--- config.mk ---
export PLATFORM = sky130hd
export DESIGN_NAME = projection_router_flat
export DESIGN_NICKNAME = d
export VERILOG_FILES = /design/src/verilog/track_pkg.sv /design/src/verilog/vmproj_if.sv /design/src/verilog/projection_router.sv /design/src/flat_wrapper.sv
export SDC_FILE = /design/constraint.sdc
export NUM_CORES = 1
export LEC_CHECK = 0
export BUFFER_PORTS_ARGS = -buffer_cell sky130_fd_sc_hd__buf_2
export CAP_MARGIN = 20
export CORE_MARGIN = 4
export CORE_UTILIZATION = 41
export DETAILED_ROUTE_END_ITERATION = 8
export PLACE_DENSITY = 0.86
export SLEW_MARGIN = 20
export SYNTH_ARGS = -nofsm -noshare
export SYNTH_HDL_FRONTEND = slang
export SYNTH_SLANG_ARGS = --single-unit
--- constraint.sdc ---
create_clock -name clk -period 2.2 [get_ports clk]
set_clock_uncertainty 0.05 [all_clocks]
set_input_delay 0.11 -clock clk [delete_from_list [all_inputs] [get_ports clk]]
set_output_delay 0.11 -clock clk [all_outputs]
set_load 0.02 [all_outputs]
--- src/verilog/track_pkg.sv ---
package track_pkg;

  localparam int NUM_PROJ_IN = 2;
  localparam int SEL_W       = $clog2(NUM_PROJ_IN);
  localparam int NUM_VM      = 4;
  localparam int VM_W        = 2;
  localparam int NENT_W      = 6;
  localparam int ADDR_W      = 6;
  localparam int BX_W        = 3;

  // Field widths
  localparam int TIDX_W = 7;
  localparam int PHI_W  = 8;
  localparam int Z_W    = 7;
  localparam int ZBIN_W = 3;
  localparam int BEND_W = 3;

  // Largest bend difference still accepted
  localparam int BEND_WINDOW = 1;

  typedef struct packed {
    logic [TIDX_W-1:0] tidx;
    logic [PHI_W-1:0]  phi;
    logic [Z_W-1:0]    z;
    logic [BEND_W-1:0] bend;
  } proj_t;

  typedef struct packed {
    logic [TIDX_W-1:0] tidx;
    logic [ZBIN_W-1:0] zbin;
    logic [BEND_W-1:0] bend;
  } vmproj_t;

  typedef struct packed {
    logic [ZBIN_W-1:0] zbin;
    logic [BEND_W-1:0] bend;
  } stub_t;

  typedef struct packed {
    logic [TIDX_W-1:0] tidx;
    logic [VM_W-1:0]   vm;
    logic [ADDR_W-1:0] stub_addr;
  } cand_t;

  typedef enum logic [1:0] {
    R_IDLE,
    R_READ,
    R_DRAIN,
    R_DONE
  } router_state_t;

  typedef enum logic [1:0] {
    E_IDLE,
    E_LOAD_PROJ,
    E_SCAN_STUB,
    E_NEXT_VM
  } engine_state_t;

endpackage

--- src/verilog/vmproj_if.sv ---
`timescale 1ns/100ps

interface vmproj_if;

  // Write side
  logic                         clear;
  logic                         clear_page;
  logic                         we;
  logic                         wr_page;
  logic [track_pkg::VM_W-1:0]   wr_vm;
  track_pkg::vmproj_t           wr_data;

  // Read side
  logic                         rd_en;
  logic                         rd_page;
  logic [track_pkg::VM_W-1:0]   rd_vm;
  logic [track_pkg::ADDR_W-1:0] rd_addr;
  track_pkg::vmproj_t           rd_data;
  logic [track_pkg::NUM_VM-1:0][track_pkg::NENT_W-1:0] nentries;

  modport writer (
    output clear, clear_page, we, wr_page, wr_vm, wr_data
  );

  modport reader (
    output rd_en, rd_page, rd_vm, rd_addr,
    input  rd_data, nentries
  );

  modport memory (
    input  clear, clear_page, we, wr_page, wr_vm, wr_data,
    input  rd_en, rd_page, rd_vm, rd_addr,
    output rd_data, nentries
  );

endinterface

--- src/verilog/projection_router.sv ---
`timescale 1ns/100ps

module projection_router (
  input  logic                                                clk,
  input  logic                                                rst_n,
  input  logic                                                start,
  input  logic [track_pkg::BX_W-1:0]                          bx,
  output logic                                                ready,
  output logic                                                proj_rd_en,
  output logic [track_pkg::SEL_W-1:0]                         proj_rd_sel,
  output logic [track_pkg::ADDR_W-1:0]                        proj_rd_addr,
  output logic                                                proj_rd_page,
  input  track_pkg::proj_t                                    proj_data,
  input  logic [track_pkg::NUM_PROJ_IN-1:0][track_pkg::NENT_W-1:0] proj_nentries,
  vmproj_if.writer                                            vm_wr,
  output logic                                                handoff,
  output logic [track_pkg::BX_W-1:0]                          handoff_bx
);

  track_pkg::router_state_t     state;
  logic [track_pkg::BX_W-1:0]   bx_q;
  logic [track_pkg::SEL_W-1:0]  sel_q;
  logic [track_pkg::ADDR_W-1:0] addr_q;
  logic                         clear_q;
  logic                         rd_v1;
  logic                         next_found;
  logic [track_pkg::SEL_W-1:0]  next_sel;
  logic                         last_entry;

  // Lowest non-empty input after the current one
  always_comb begin
    int lo;
    lo = (state == track_pkg::R_IDLE) ? 0 : int'(sel_q) + 1;
    next_found = 1'b0;
    next_sel   = '0;
    for (int i = track_pkg::NUM_PROJ_IN - 1; i >= 0; i--) begin
      if (i >= lo && proj_nentries[i] != '0) begin
        next_found = 1'b1;
        next_sel   = i[track_pkg::SEL_W-1:0];
      end
    end
  end

  assign last_entry = (addr_q == proj_nentries[sel_q] - 1'b1);

  assign ready            = (state == track_pkg::R_IDLE);
  assign proj_rd_en       = (state == track_pkg::R_READ);
  assign proj_rd_sel      = sel_q;
  assign proj_rd_addr     = addr_q;
  assign proj_rd_page     = bx_q[0];
  assign handoff          = (state == track_pkg::R_DONE);
  assign handoff_bx       = bx_q;
  assign vm_wr.clear      = clear_q;
  assign vm_wr.clear_page = bx_q[0];
  assign vm_wr.wr_page    = bx_q[0];

  always_ff @(posedge clk) begin
    if (!rst_n) begin
      state   <= track_pkg::R_IDLE;
      bx_q    <= '0;
      sel_q   <= '0;
      addr_q  <= '0;
      clear_q <= 1'b0;
    end else begin
      clear_q <= 1'b0;
      case (state)
        track_pkg::R_IDLE: begin
          if (start) begin
            bx_q    <= bx;
            clear_q <= 1'b1;
            sel_q   <= next_sel;
            addr_q  <= '0;
            state   <= next_found ? track_pkg::R_READ : track_pkg::R_DRAIN;
          end
        end
        track_pkg::R_READ: begin
          if (!last_entry) begin
            addr_q <= addr_q + 1'b1;
          end else if (next_found) begin
            sel_q  <= next_sel;
            addr_q <= '0;
          end else begin
            state <= track_pkg::R_DRAIN;
          end
        end
        track_pkg::R_DRAIN: begin
          if (!rd_v1) begin
            state <= track_pkg::R_DONE;
          end
        end
        default: state <= track_pkg::R_IDLE;
      endcase
    end
  end

  // Read data stage, then write stage
  always_ff @(posedge clk) begin
    if (!rst_n) begin
      rd_v1    <= 1'b0;
      vm_wr.we <= 1'b0;
    end else begin
      rd_v1    <= proj_rd_en;
      vm_wr.we <= rd_v1;
    end
  end

  // Bin from top phi bits, z bin from top z bits
  always_ff @(posedge clk) begin
    if (rd_v1) begin
      vm_wr.wr_vm        <= proj_data.phi[track_pkg::PHI_W-1 -: track_pkg::VM_W];
      vm_wr.wr_data.tidx <= proj_data.tidx;
      vm_wr.wr_data.zbin <= proj_data.z[track_pkg::Z_W-1 -: track_pkg::ZBIN_W];
      vm_wr.wr_data.bend <= proj_data.bend;
    end
  end

  // Engine may only see the page after its last write
  a_handoff_no_write: assert property (
    @(posedge clk) disable iff (!rst_n)
    handoff |-> !vm_wr.we && !rd_v1
  );

endmodule

--- src/flat_wrapper.sv ---
// flat-port wrapper written by rule: the top's interface ports become plain ports
module projection_router_flat 
  (clk, rst_n, start, bx, ready, proj_rd_en, proj_rd_sel, proj_rd_addr, proj_rd_page, proj_data, proj_nentries, handoff, handoff_bx, vm_wr_clear, vm_wr_clear_page, vm_wr_we, vm_wr_wr_page, vm_wr_wr_vm, vm_wr_wr_data);
  vmproj_if vm_wr_i ();
  input  logic clk;
  input  logic rst_n;
  input  logic start;
  input  logic [track_pkg::BX_W-1:0] bx;
  output logic ready;
  output logic proj_rd_en;
  output logic [track_pkg::SEL_W-1:0] proj_rd_sel;
  output logic [track_pkg::ADDR_W-1:0] proj_rd_addr;
  output logic proj_rd_page;
  input  track_pkg::proj_t proj_data;
  input  logic [track_pkg::NUM_PROJ_IN-1:0][track_pkg::NENT_W-1:0] proj_nentries;
  output logic handoff;
  output logic [track_pkg::BX_W-1:0] handoff_bx;
  output wire logic [$bits(vm_wr_i.clear)-1:0] vm_wr_clear;
  output wire logic [$bits(vm_wr_i.clear_page)-1:0] vm_wr_clear_page;
  output wire logic [$bits(vm_wr_i.we)-1:0] vm_wr_we;
  output wire logic [$bits(vm_wr_i.wr_page)-1:0] vm_wr_wr_page;
  output wire logic [$bits(vm_wr_i.wr_vm)-1:0] vm_wr_wr_vm;
  output wire logic [$bits(vm_wr_i.wr_data)-1:0] vm_wr_wr_data;
  assign vm_wr_clear = vm_wr_i.clear;
  assign vm_wr_clear_page = vm_wr_i.clear_page;
  assign vm_wr_we = vm_wr_i.we;
  assign vm_wr_wr_page = vm_wr_i.wr_page;
  assign vm_wr_wr_vm = vm_wr_i.wr_vm;
  assign vm_wr_wr_data = vm_wr_i.wr_data;
  projection_router u_core (.clk(clk), .rst_n(rst_n), .start(start), .bx(bx), .ready(ready), .proj_rd_en(proj_rd_en), .proj_rd_sel(proj_rd_sel), .proj_rd_addr(proj_rd_addr), .proj_rd_page(proj_rd_page), .proj_data(proj_data), .proj_nentries(proj_nentries), .vm_wr(vm_wr_i), .handoff(handoff), .handoff_bx(handoff_bx));
endmodule
==> impl_metrics.toml <==
[status]
status = "finished, final reports clean"

[placement]
place.gp.congestion = 0.756
numPortBuffers = 65
dpl_cell_area_mm2 = 0.00195
hpwl_mm = 2.64
dp_cells = 259

[layout]
drive_above_1_share = 0.414
fin_nets = 286
syn_to_final_growth_pct = 46.6
stdcell_count = 285
antenna_cells = 0
fin_area_mm2 = 0.00227

[routing]
vias_per_cell = 4.92
first_iter_violations = 58
firstDrtPassIters = 4
post_drt_wl_per_cell_um = 13.3
vias = 1403
drc = 0
antenna_left = 0
wirelength_mm = 3.78

[worst_setup_path]
cp-end-kind = "register"
crit_fanout = 7
critical_path_arrival_ps = 2230
r2r_setup_slack_ps = 80
start_kind = "register"
cp.required_ps = 2310
critical_path_class = "register to register"

[grt]
grt_first_pass_wirelength_mm = 5.98
track_usage = 0.150
grt-busiest-layer = "met2"
grt_max_degree = 17
grtUsageMet2 = 0.266
grt.met3_usage = 0.0435
globalRouteOverflowTotal = 0
grt_pass1_vias = 1348
use_met1 = 0.183
antenna_found_initial = 0

[die]
rows = 22
start_util = 0.422
die_w_um = 69.4
design.core.area_mm2 = 0.00366
fp.dieH_um = 69.4
die_area_mm2 = 0.00482
ios = 76

[sta]
report.final.slew_viol_count = 0
fmax_ghz = 0.471
fin_crit_sh = 0.964
timing.final.crit_period_ps = 2120
setup_viol = 0
max-slew-margin-rel = 0.500
hold_viol_final = 0
worstMarginPinSlew_ps = 729

[yosys]
syn_avg_cell_area_um2 = 10.7
yosys_warnings = 0
synth-edff-count = 15
yosys.area_share.adder = 0.0566
muxShareOfSynthArea = 0.0663
synth_fp_nets = 195
yosysSeqAreaShare = 0.485
synthSimpleGateAreaFrac = 0.156
synth_top_family_by_area = "simple AND/OR/NAND/NOR gates"
synthXorXnorAreaFrac = 0.0453
ys_ff_latch = 30
synth-compound-area-share = 0.146
async_reset_ff_frac = 0
netlist_area_mm2 = 0.00155
synth_cell_types = 43
ys.flop_type = "edfxtp_1"
synthCells = 145

[clock_tree]
cts.path.max_buffers = 2
cts_tree = "built"
htreeDepth = 2
clockRootBuffer = "clkbuf_8"
clkTransAtPathRegs_ps = 60
clk_latency_ps = 260
cts_made_buffers = 5
clock-sinks = 30

[power_and_ir_drop]
p_per_area_mw_per_mm2 = 879
power_mw = 1.99
leakagePower_nw = 0.992
ir_worst_vdd_uv = 589

[worst_hold_path]
min_path_type = "input port to register"

[run]
max_cap_viol_count = 0
-- critical path: stages (launching register included) --
cell	delay, ps
dfxtp_4	440
mux2i_4	270
xnor2_2	100
or3_4	400
o22ai_2	220
nand2_2	120
o21a_1	180
o31a_1	220
-- where the power goes --
part,internal (mW),switching [mW],leakage [nW]
combinational,0.366,0.484,0.687
clock,0.218,0.182,0.0450
sequential,0.679,0.0635,0.260
-- cell usage in the layout (no fill, tap or decap), drive strengths merged, types with 2 or more instances in the layout --
cell         instances
clkinv               2
dfxtp               15
nand3                7
xnor2                6
xor2                 2
nand2               17
a21bo                2
ha                   7
buf                 75
o21ai                4
a21oi               10
edfxtp              15
a31oi                2
o22ai                2
mux2i                9
o2bb2ai              3
dlygate4sd3         15
nor4                 2
or3                  3
nor2                 4
nor3                 6
a21boi               3
clkbuf               7
inv                  6
-- final timing paths --
path                                            from                   end  depth (start not counted)
worst max register to register    u_core.proj_rd_sel    u_core.proj_rd_sel                          7
worst max-delay path              u_core.proj_rd_sel    u_core.proj_rd_sel                          7
worst min register to register  u_core.handoff_bx[2]  u_core.handoff_bx[2]                          2
worst min-delay path                           bx[2]  u_core.handoff_bx[2]                          3
-- per-stage QoR --
stage / utilization / setup WS [ps] / TNS, ps / hold slack [ps]
2_1_floorplan: - / 20.1 / 0 / 159
3_3_place_gp: 0.532 / 95.3 / 0 / 237
3_5_place_dp: 0.532 / 39.0 / 0 / 238
4_1_cts: 0.596 / 31.2 / 0 / 57.9
5_1_grt: 0.619 / -14.1 / -14.1 / 95.4
6_report: 0.619 / 79.1 / 0 / 63.5
-- cell usage after synthesis (2+ instances only) --
library cell | n | area, um2
nand3_1 | 6 | 30.0
xnor2_1 | 6 | 52.6
o2bb2ai_1 | 3 | 26.3
nor3_1 | 6 | 30.0
mux2i_1 | 8 | 80.1
a31oi_1 | 2 | 12.5
inv_1 | 6 | 22.5
ha_1 | 7 | 87.6
a21oi_1 | 10 | 50.1
buf_4 | 3 | 22.5
a21bo_1 | 2 | 20.0
edfxtp_1 | 15 | 450
dfxtp_1 | 15 | 300
clkbuf_1 | 2 | 7.51
xor2_1 | 2 | 17.5
nor2_1 | 4 | 15.0
or3_1 | 3 | 18.8
o21ai_0 | 3 | 15.0
nand2_1 | 16 | 60.1
a21boi_0 | 3 | 22.5
-- cells by family (layout without fill, tap and decap cells) --
logic type	Yosys count	count (layout)
muxes	9	9
xor gates and xnor gates	8	8
DFF	30	30
and+or+nand+nor	46	46
adders and majority gates	7	7
AOI/OAI and AO/OA	32	32
buffers and inverters	13	105
-- flip-flops by register name (all words and copies together) (netlist names) --
signal and cells:
u_core.handoff_bx 3, u_core.proj_rd_addr 6, u_core.proj_rd_sel 1, u_core.rd_v1 1, u_core.state 2, u_core.vm_wr.clear 1, u_core.vm_wr.we 1, u_core.vm_wr.wr_data 13
u_core.vm_wr.wr_vm 2
-- final cells by class --
| type | count | area, um2 |
|---|---|---|
| clock buffer | 6 | 72.6 |
| clock inverter | 2 | 10.0 |
| fill | 290 | 1390 |
| tap | 48 | 60.1 |
| multi-input combinational | 102 | 792 |
| inverter | 6 | 22.5 |
| sequential | 30 | 754 |
| timing repair buffer | 91 | 556 |
-- timing repair --
action | in CTS | in global routing
endpoints found under the setup margin | 0 | 9
setup buffers | 0 | 3
hold buffers | 15 | 0
resized for setup | 0 | 9
endpoints found under the hold margin | 15 | 0
-- layer usage --
| metal | up-vias | wire length (um) | share of wire |
|---|---|---|---|
| met5 | - | 0 | 0 |
| met4 | 0 | 0 | 0 |
| met3 | 0 | 236 | 0.062 |
| met2 | 37 | 2030 | 0.54 |
| met1 | 654 | 1510 | 0.40 |
| li1 | 712 | - | - |
(Power assumes the default switching activity.)
