--- src/verilog/track_pkg.sv ---
package track_pkg;

  localparam int NUM_PROJ_IN = 2;
  localparam int SEL_W       = $clog2(NUM_PROJ_IN);
  localparam int NUM_VM      = 4;
  localparam int VM_W        = 2;
  localparam int NENT_W      = 6;
  localparam int ADDR_W      = 6;
  localparam int BX_W        = 3;

  // Field widths
  localparam int TIDX_W = 7;
  localparam int PHI_W  = 8;
  localparam int Z_W    = 7;
  localparam int ZBIN_W = 3;
  localparam int BEND_W = 3;

  // Largest bend difference still accepted
  localparam int BEND_WINDOW = 1;

  typedef struct packed {
    logic [TIDX_W-1:0] tidx;
    logic [PHI_W-1:0]  phi;
    logic [Z_W-1:0]    z;
    logic [BEND_W-1:0] bend;
  } proj_t;

  typedef struct packed {
    logic [TIDX_W-1:0] tidx;
    logic [ZBIN_W-1:0] zbin;
    logic [BEND_W-1:0] bend;
  } vmproj_t;

  typedef struct packed {
    logic [ZBIN_W-1:0] zbin;
    logic [BEND_W-1:0] bend;
  } stub_t;

  typedef struct packed {
    logic [TIDX_W-1:0] tidx;
    logic [VM_W-1:0]   vm;
    logic [ADDR_W-1:0] stub_addr;
  } cand_t;

  typedef enum logic [1:0] {
    R_IDLE,
    R_READ,
    R_DRAIN,
    R_DONE
  } router_state_t;

  typedef enum logic [1:0] {
    E_IDLE,
    E_LOAD_PROJ,
    E_SCAN_STUB,
    E_NEXT_VM
  } engine_state_t;

endpackage

--- src/verilog/vmproj_if.sv ---
`timescale 1ns/100ps

interface vmproj_if;

  // Write side
  logic                         clear;
  logic                         clear_page;
  logic                         we;
  logic                         wr_page;
  logic [track_pkg::VM_W-1:0]   wr_vm;
  track_pkg::vmproj_t           wr_data;

  // Read side
  logic                         rd_en;
  logic                         rd_page;
  logic [track_pkg::VM_W-1:0]   rd_vm;
  logic [track_pkg::ADDR_W-1:0] rd_addr;
  track_pkg::vmproj_t           rd_data;
  logic [track_pkg::NUM_VM-1:0][track_pkg::NENT_W-1:0] nentries;

  modport writer (
    output clear, clear_page, we, wr_page, wr_vm, wr_data
  );

  modport reader (
    output rd_en, rd_page, rd_vm, rd_addr,
    input  rd_data, nentries
  );

  modport memory (
    input  clear, clear_page, we, wr_page, wr_vm, wr_data,
    input  rd_en, rd_page, rd_vm, rd_addr,
    output rd_data, nentries
  );

endinterface

--- src/verilog/match_engine.sv ---
`timescale 1ns/100ps

module match_engine (
  input  logic                                   clk,
  input  logic                                   rst_n,
  input  logic                                   handoff,
  input  logic [track_pkg::BX_W-1:0]             handoff_bx,
  output logic                                   ready,
  vmproj_if.reader                               vm_rd,
  output logic                                   stub_rd_en,
  output logic [track_pkg::VM_W-1:0]             stub_rd_vm,
  output logic [track_pkg::ADDR_W-1:0]           stub_rd_addr,
  output logic                                   stub_rd_page,
  input  track_pkg::stub_t                       stub_data,
  input  logic [1:0][track_pkg::NUM_VM-1:0][track_pkg::NENT_W-1:0] stub_nentries,
  output logic                                   cand_valid,
  output track_pkg::cand_t                       cand,
  output logic [track_pkg::BX_W-1:0]             cand_bx,
  output logic                                   done
);

  track_pkg::engine_state_t     state;
  logic                         pend_valid;
  logic [track_pkg::BX_W-1:0]   pend_bx;
  logic [track_pkg::BX_W-1:0]   bx_q;
  logic [track_pkg::VM_W-1:0]   vm_q;
  logic [track_pkg::ADDR_W-1:0] proj_addr;
  logic [track_pkg::ADDR_W-1:0] stub_addr;
  track_pkg::vmproj_t           proj_q;
  logic [track_pkg::NENT_W-1:0] nstub;
  logic                         bin_done;
  logic                         last_vm;
  logic                         s1_valid;
  logic [track_pkg::VM_W-1:0]   s1_vm;
  logic [track_pkg::ADDR_W-1:0] s1_addr;
  logic [track_pkg::BEND_W-1:0] bend_diff;
  logic                         z_ok;
  logic                         bend_ok;

  assign ready    = !pend_valid;
  assign nstub    = stub_nentries[bx_q[0]][vm_q];
  assign bin_done = (proj_addr == vm_rd.nentries[vm_q]) || (nstub == '0);
  assign last_vm  = (int'(vm_q) == track_pkg::NUM_VM - 1);

  assign vm_rd.rd_en   = (state == track_pkg::E_NEXT_VM) && !bin_done;
  assign vm_rd.rd_page = bx_q[0];
  assign vm_rd.rd_vm   = vm_q;
  assign vm_rd.rd_addr = proj_addr;
  assign stub_rd_en    = (state == track_pkg::E_SCAN_STUB);
  assign stub_rd_vm    = vm_q;
  assign stub_rd_addr  = stub_addr;
  assign stub_rd_page  = bx_q[0];

  // One bx waiting behind the one being matched
  always_ff @(posedge clk) begin
    if (!rst_n) begin
      pend_valid <= 1'b0;
      pend_bx    <= '0;
    end else if (handoff) begin
      pend_valid <= 1'b1;
      pend_bx    <= handoff_bx;
    end else if (state == track_pkg::E_IDLE) begin
      pend_valid <= 1'b0;
    end
  end

  always_ff @(posedge clk) begin
    if (!rst_n) begin
      state     <= track_pkg::E_IDLE;
      bx_q      <= '0;
      vm_q      <= '0;
      proj_addr <= '0;
      stub_addr <= '0;
      done      <= 1'b0;
    end else begin
      done <= 1'b0;
      case (state)
        track_pkg::E_IDLE: begin
          if (pend_valid) begin
            bx_q      <= pend_bx;
            vm_q      <= '0;
            proj_addr <= '0;
            state     <= track_pkg::E_NEXT_VM;
          end
        end
        track_pkg::E_NEXT_VM: begin
          if (!bin_done) begin
            state <= track_pkg::E_LOAD_PROJ;
          end else if (!last_vm) begin
            vm_q      <= vm_q + 1'b1;
            proj_addr <= '0;
          end else if (!s1_valid) begin
            // Last compare has left the pipe
            done  <= 1'b1;
            state <= track_pkg::E_IDLE;
          end
        end
        track_pkg::E_LOAD_PROJ: begin
          stub_addr <= '0;
          state     <= track_pkg::E_SCAN_STUB;
        end
        default: begin
          if (stub_addr == nstub - 1'b1) begin
            proj_addr <= proj_addr + 1'b1;
            state     <= track_pkg::E_NEXT_VM;
          end else begin
            stub_addr <= stub_addr + 1'b1;
          end
        end
      endcase
    end
  end

  // Window check on the returned stub
  assign z_ok = (stub_data.zbin == proj_q.zbin) ||
                ({1'b0, stub_data.zbin} == {1'b0, proj_q.zbin} + 1'b1);
  assign bend_diff = (stub_data.bend > proj_q.bend) ? stub_data.bend - proj_q.bend
                                                    : proj_q.bend - stub_data.bend;
  assign bend_ok = (int'(bend_diff) <= track_pkg::BEND_WINDOW);

  always_ff @(posedge clk) begin
    if (!rst_n) begin
      s1_valid   <= 1'b0;
      cand_valid <= 1'b0;
    end else begin
      s1_valid   <= stub_rd_en;
      cand_valid <= s1_valid && z_ok && bend_ok;
    end
  end

  always_ff @(posedge clk) begin
    if (state == track_pkg::E_LOAD_PROJ) begin
      proj_q <= vm_rd.rd_data;
    end
    s1_vm          <= vm_q;
    s1_addr        <= stub_addr;
    cand.tidx      <= proj_q.tidx;
    cand.vm        <= s1_vm;
    cand.stub_addr <= s1_addr;
    cand_bx        <= bx_q;
  end

  // Router waits on ready, so a second handoff never stacks up
  a_single_pending: assert property (
    @(posedge clk) disable iff (!rst_n)
    handoff |-> !pend_valid
  );

endmodule

--- src/flat_wrapper.sv ---
// flat-port wrapper written by rule: the top's interface ports become plain ports
module match_engine_flat 
  (clk, rst_n, handoff, handoff_bx, ready, stub_rd_en, stub_rd_vm, stub_rd_addr, stub_rd_page, stub_data, stub_nentries, cand_valid, cand, cand_bx, done, vm_rd_rd_en, vm_rd_rd_page, vm_rd_rd_vm, vm_rd_rd_addr, vm_rd_rd_data, vm_rd_nentries);
  vmproj_if vm_rd_i ();
  input  logic clk;
  input  logic rst_n;
  input  logic handoff;
  input  logic [track_pkg::BX_W-1:0] handoff_bx;
  output logic ready;
  output logic stub_rd_en;
  output logic [track_pkg::VM_W-1:0] stub_rd_vm;
  output logic [track_pkg::ADDR_W-1:0] stub_rd_addr;
  output logic stub_rd_page;
  input  track_pkg::stub_t stub_data;
  input  logic [1:0][track_pkg::NUM_VM-1:0][track_pkg::NENT_W-1:0] stub_nentries;
  output logic cand_valid;
  output track_pkg::cand_t cand;
  output logic [track_pkg::BX_W-1:0] cand_bx;
  output logic done;
  output wire logic [$bits(vm_rd_i.rd_en)-1:0] vm_rd_rd_en;
  output wire logic [$bits(vm_rd_i.rd_page)-1:0] vm_rd_rd_page;
  output wire logic [$bits(vm_rd_i.rd_vm)-1:0] vm_rd_rd_vm;
  output wire logic [$bits(vm_rd_i.rd_addr)-1:0] vm_rd_rd_addr;
  input wire logic [$bits(vm_rd_i.rd_data)-1:0] vm_rd_rd_data;
  input wire logic [$bits(vm_rd_i.nentries)-1:0] vm_rd_nentries;
  assign vm_rd_rd_en = vm_rd_i.rd_en;
  assign vm_rd_rd_page = vm_rd_i.rd_page;
  assign vm_rd_rd_vm = vm_rd_i.rd_vm;
  assign vm_rd_rd_addr = vm_rd_i.rd_addr;
  assign vm_rd_i.rd_data = vm_rd_rd_data;
  assign vm_rd_i.nentries = vm_rd_nentries;
  match_engine u_core (.clk(clk), .rst_n(rst_n), .handoff(handoff), .handoff_bx(handoff_bx), .ready(ready), .vm_rd(vm_rd_i), .stub_rd_en(stub_rd_en), .stub_rd_vm(stub_rd_vm), .stub_rd_addr(stub_rd_addr), .stub_rd_page(stub_rd_page), .stub_data(stub_data), .stub_nentries(stub_nentries), .cand_valid(cand_valid), .cand(cand), .cand_bx(cand_bx), .done(done));
endmodule
--- config.mk ---
export PLATFORM = sky130hd
export DESIGN_NAME = match_engine_flat
export DESIGN_NICKNAME = d
export VERILOG_FILES = /design/src/verilog/track_pkg.sv /design/src/verilog/vmproj_if.sv /design/src/verilog/match_engine.sv /design/src/flat_wrapper.sv
export SDC_FILE = /design/constraint.sdc
export NUM_CORES = 1
export LEC_CHECK = 0
export BUFFER_PORTS_ARGS = -buffer_cell sky130_fd_sc_hd__buf_2
export CAP_MARGIN = 20
export CORE_UTILIZATION = 53
export CTS_CLUSTER_SIZE = 25
export DETAILED_ROUTE_END_ITERATION = 12
export PLACE_DENSITY = 0.85
export SKIP_LAST_GASP = 1
export SYNTH_ARGS = -nofsm -noshare
export SYNTH_HDL_FRONTEND = slang
export SYNTH_SLANG_ARGS = --single-unit
--- constraint.sdc ---
create_clock -name clk -period 9.31 [get_ports clk]
set_input_delay 0 -clock clk [delete_from_list [all_inputs] [get_ports clk]]
set_output_delay 0 -clock clk [all_outputs]
set_load 0.01 [all_outputs]
==> metrics.md <==
| Metric | Value |
|---|---|
| Initial Utilization | 0.563 |
| DR vias/cell | 5.54 |
| Synth Flop Type | dfxtp_1 |
| Post-synth top area cell | dfxtp_1 |
| Yosys cell types | 60 |
| Power Density | slightly below 200 mW/mm² |
| Final Hold Vio Count | 0 |
| Slew Viols, Final | 0 |
| Total Power | about 0.92 mW |
| Relative slew margins | 0.622 |
| Final Instance Count excl. Fillers | about 570 |
| Worst path required time | 9.54 ns |
| Synth async-reset ratio | 0 |
| Startpoint types | flip-flop |
| Critical path destination | u_core.stub_rd_addr[1]$_SDFFE_PN0P_ |
| Max_cap viols | 0 |
| Clk_skew | about 0.011 ns |
| N_diodes | 0 |
| CTS sink cnt | 65 |
| Final HPWL from detailed placement | about 6300 µm |
| Leak | 2.12 nW |
| Core area | roughly 0.0065 mm² |
| Die W | about 85 µm |
| Rows | 29 |
| FF-to-FF path depth | 11 |
| Syn Inst Count | 336 |
| Fin crit share | 0.369 |
| Initial antenna violation count | 0 |
| DRT Pass-1 Iters | 4 |
| Synth Cell Area | 0.00368 mm² |
| Clock transition at path regs | around 0.080 ns |
| DRC viols | 0 |
| Via count | 3148 |
| Status | finished clean |
| H-tree depth | 3 |
| Synth top cells by count | dfxtp_1, nor2_1, nand2_1 |
| Vias in the first global route | 3067 |
| Hold slack | 0.123 ns |
| Avg Cell Area, Syn | 10.9 µm² |
| Area contributors post-synth | dfxtp_1, mux4_2, edfxtp_1 |
| CTS tree | done |
| Unrepaired setup endpoints after global routing | false |
| Arr. time, crit path | 3.67 ns |
| Global-route usage over all layers | 0.247 |
| Slew @ Worst Pin | between 0.5 and 0.6 ns |
| R2R setup slack | roughly 5.9 ns |
| Drt wl/cell | 15.0 µm |
| Final net count | approximately 600 |
| Tightest Hold Check Type | in -> reg |
| Final wirelength | between 8000 and 9000 µm |
| Max Buffers Root-to-Sink | 2 |
| Hold Crit Start | stub_data[2] |
| DIE HEIGHT | between 80 and 90 µm |
| Worst R2R End | u_core.stub_rd_addr[1]$_SDFFE_PN0P_ |
| First-pass GRT wire length | between 10000 and 15000 µm |
| YS warnings | 0 |
| Global placement routability congestion | around 0.88 |
| Die Area | just over 0.007 mm² |
| Fin crit period | approximately 3.4 ns |
| FF-to-FF Start | u_core.bx_q[0]$_SDFFE_PN0P_ |
| Routed Antenna Nets | 0 |
| Register bit total from synthesis | 65 |
| Post-synth EDFFs | 13 |
| Area Growth Syn to Fin | 30.0% |
| Port buffer count | between 100 and 150 |
| Postcts setup bufs | 0 |
| Sequential fraction of the synthesis area | 0.389 |
| Fin Setup TNS | 0 ns |
| Pin count of the biggest net entering global routing | 37 |
| Total placed cells including tap cells | 534 |
| Setup CP Type | reg -> reg |
| Crit path launch | u_core.bx_q[0]$_SDFFE_PN0P_ |
| Clock root cell | clkbuf_8 |
| Maximum fanout along the worst path | 19 |
| Synth top area share | 0.283 |
| Gr ovfl total | 0 |
| CTS Buf Count | 9 |
| Max frequency | 291 MHz |
| DRT iter0 DRCs | ~160 |
| Layout cells sized above 1 | 0.397 |
| Top-count cell post-synth | dfxtp_1 |
| I/O Pins | ~140 |
| Syn_nets | roughly 450 |
| Worst setup EP type | flip-flop |
| # setup viols final | 0 |
| Worst VDD drop | between 0.00009 and 0.0001 V |
| Worst skew pair latency | around 0.34 ns |
==> critical path: stages, from the launching register on <==
cell     delay [ns]
dfxtp_1        0.31
buf_4          0.29
mux4_2         0.54
mux2i_1        0.29
ha_1           0.29
xnor2_1        0.16
xnor2_1        0.15
nand3_1        0.13
nor4b_4        0.43
nand2_2        0.21
and3_1         0.23
o31a_1         0.29
==> placed cells by master (no fill, tap or decap), types with 5 or more instances in the layout <==
master,n
nor2_1,27
dfxtp_1,52
nor2b_1,8
edfxtp_1,13
nand2b_1,5
inv_1,14
nand2_1,25
and2_1,8
mux4_2,22
xor2_1,6
buf_2,137
xnor2_1,11
dlygate4sd3_1,17
mux2i_1,14
nand3_1,16
a21oi_1,6
ha_1,16
clkbuf_8,10
==> final cells by class <==
class | count | area (µm²)
Fill cell | 469 | 1750
Clock inverter | 6 | 65.1
Multi-Input combinational cell | 238 | 2090
Inverter | 14 | 52.6
Timing Repair Buffer | 158 | 906
Sequential cell | 65 | 1430
Clock buffer | 10 | 138
Tap cell | 77 | 96.3
==> worst min-delay path by stage <==
stage,slack (ns),endpoint,cells past startpoint
after global routing,0.16,u_core.cand_valid$_SDFF_PN0_,4
after global placement,0.18,u_core.proj_q[3]$_DFFE_PP_,1
final,0.12,u_core.cand_valid$_SDFF_PN0_,4
after detailed placement,0.18,u_core.proj_q[4]$_DFFE_PP_,1
after floorplan,0.1,u_core.proj_q[0]$_DFFE_PP_,0
after CTS,0.12,u_core.cand_valid$_SDFF_PN0_,6
==> what timing repair did <==
| action | in CTS | in global routing |
|---|---|---|
| gates resized for setup | 0 | 0 |
| endpoints found under the hold margin | 17 | 0 |
| hold buffers | 17 | 0 |
==> power breakdown <==
part	internal (mW)	switching, mW	total (mW)	leakage, nW
logic	0.144	0.171	0.315	1.47
registers	0.331	0.0298	0.360	0.545
clock network	0.132	0.111	0.243	0.103
total	0.606	0.311	0.918	2.12
==> metal layers <==
layer	up-vias	part of all wire	GRT usage
met2	127	0.53	0.460
met5	-	0	0
li1	1516	-	-
met1	1493	0.40	0.282
met4	0	0.014	0.0773
met3	12	0.056	0.0535
==> per-stage QoR <==
step                instance area (µm²)  setup slack (ns)  utilization
detailed placement                 4380              5.88        0.670
finish                             4780              5.87        0.732
global placement                   4380              5.99        0.670
CTS                                4750              5.86        0.728
floorplan                          3680              5.92            -
global route                       4780              5.65        0.732
==> kinds of logic after synthesis <==
family                     count (synthesis)  share of synthesized area
AOI/OAI and AO/OA                         38                     0.0813
xor gates and xnor gates                  18                     0.0449
adders and majority gates                 18                     0.0653
buffers and inverters                     33                     0.0422
DFF                                       65                      0.389
muxes                                     41                      0.189
and+or+nand+nor                          123                      0.188
==> registers in the layout, summed over array words and instances, names as in the netlist <==
| register | flops |
|---|---|
| u_core.proj_q | 13 |
| u_core.cand | 15 |
| u_core.stub_rd_addr | 6 |
| u_core.bx_q | 3 |
| u_core.pend_bx | 3 |
| u_core.s1_addr | 6 |
| u_core.s1_valid | 1 |
| u_core.stub_rd_vm | 2 |
| u_core.pend_valid | 1 |
| u_core.s1_vm | 2 |
| u_core.vm_rd.rd_addr | 6 |
| u_core.cand_valid | 1 |
| u_core.cand_bx | 3 |
| u_core.done | 1 |
| u_core.state | 2 |
Power figures use the tool's default switching activity.
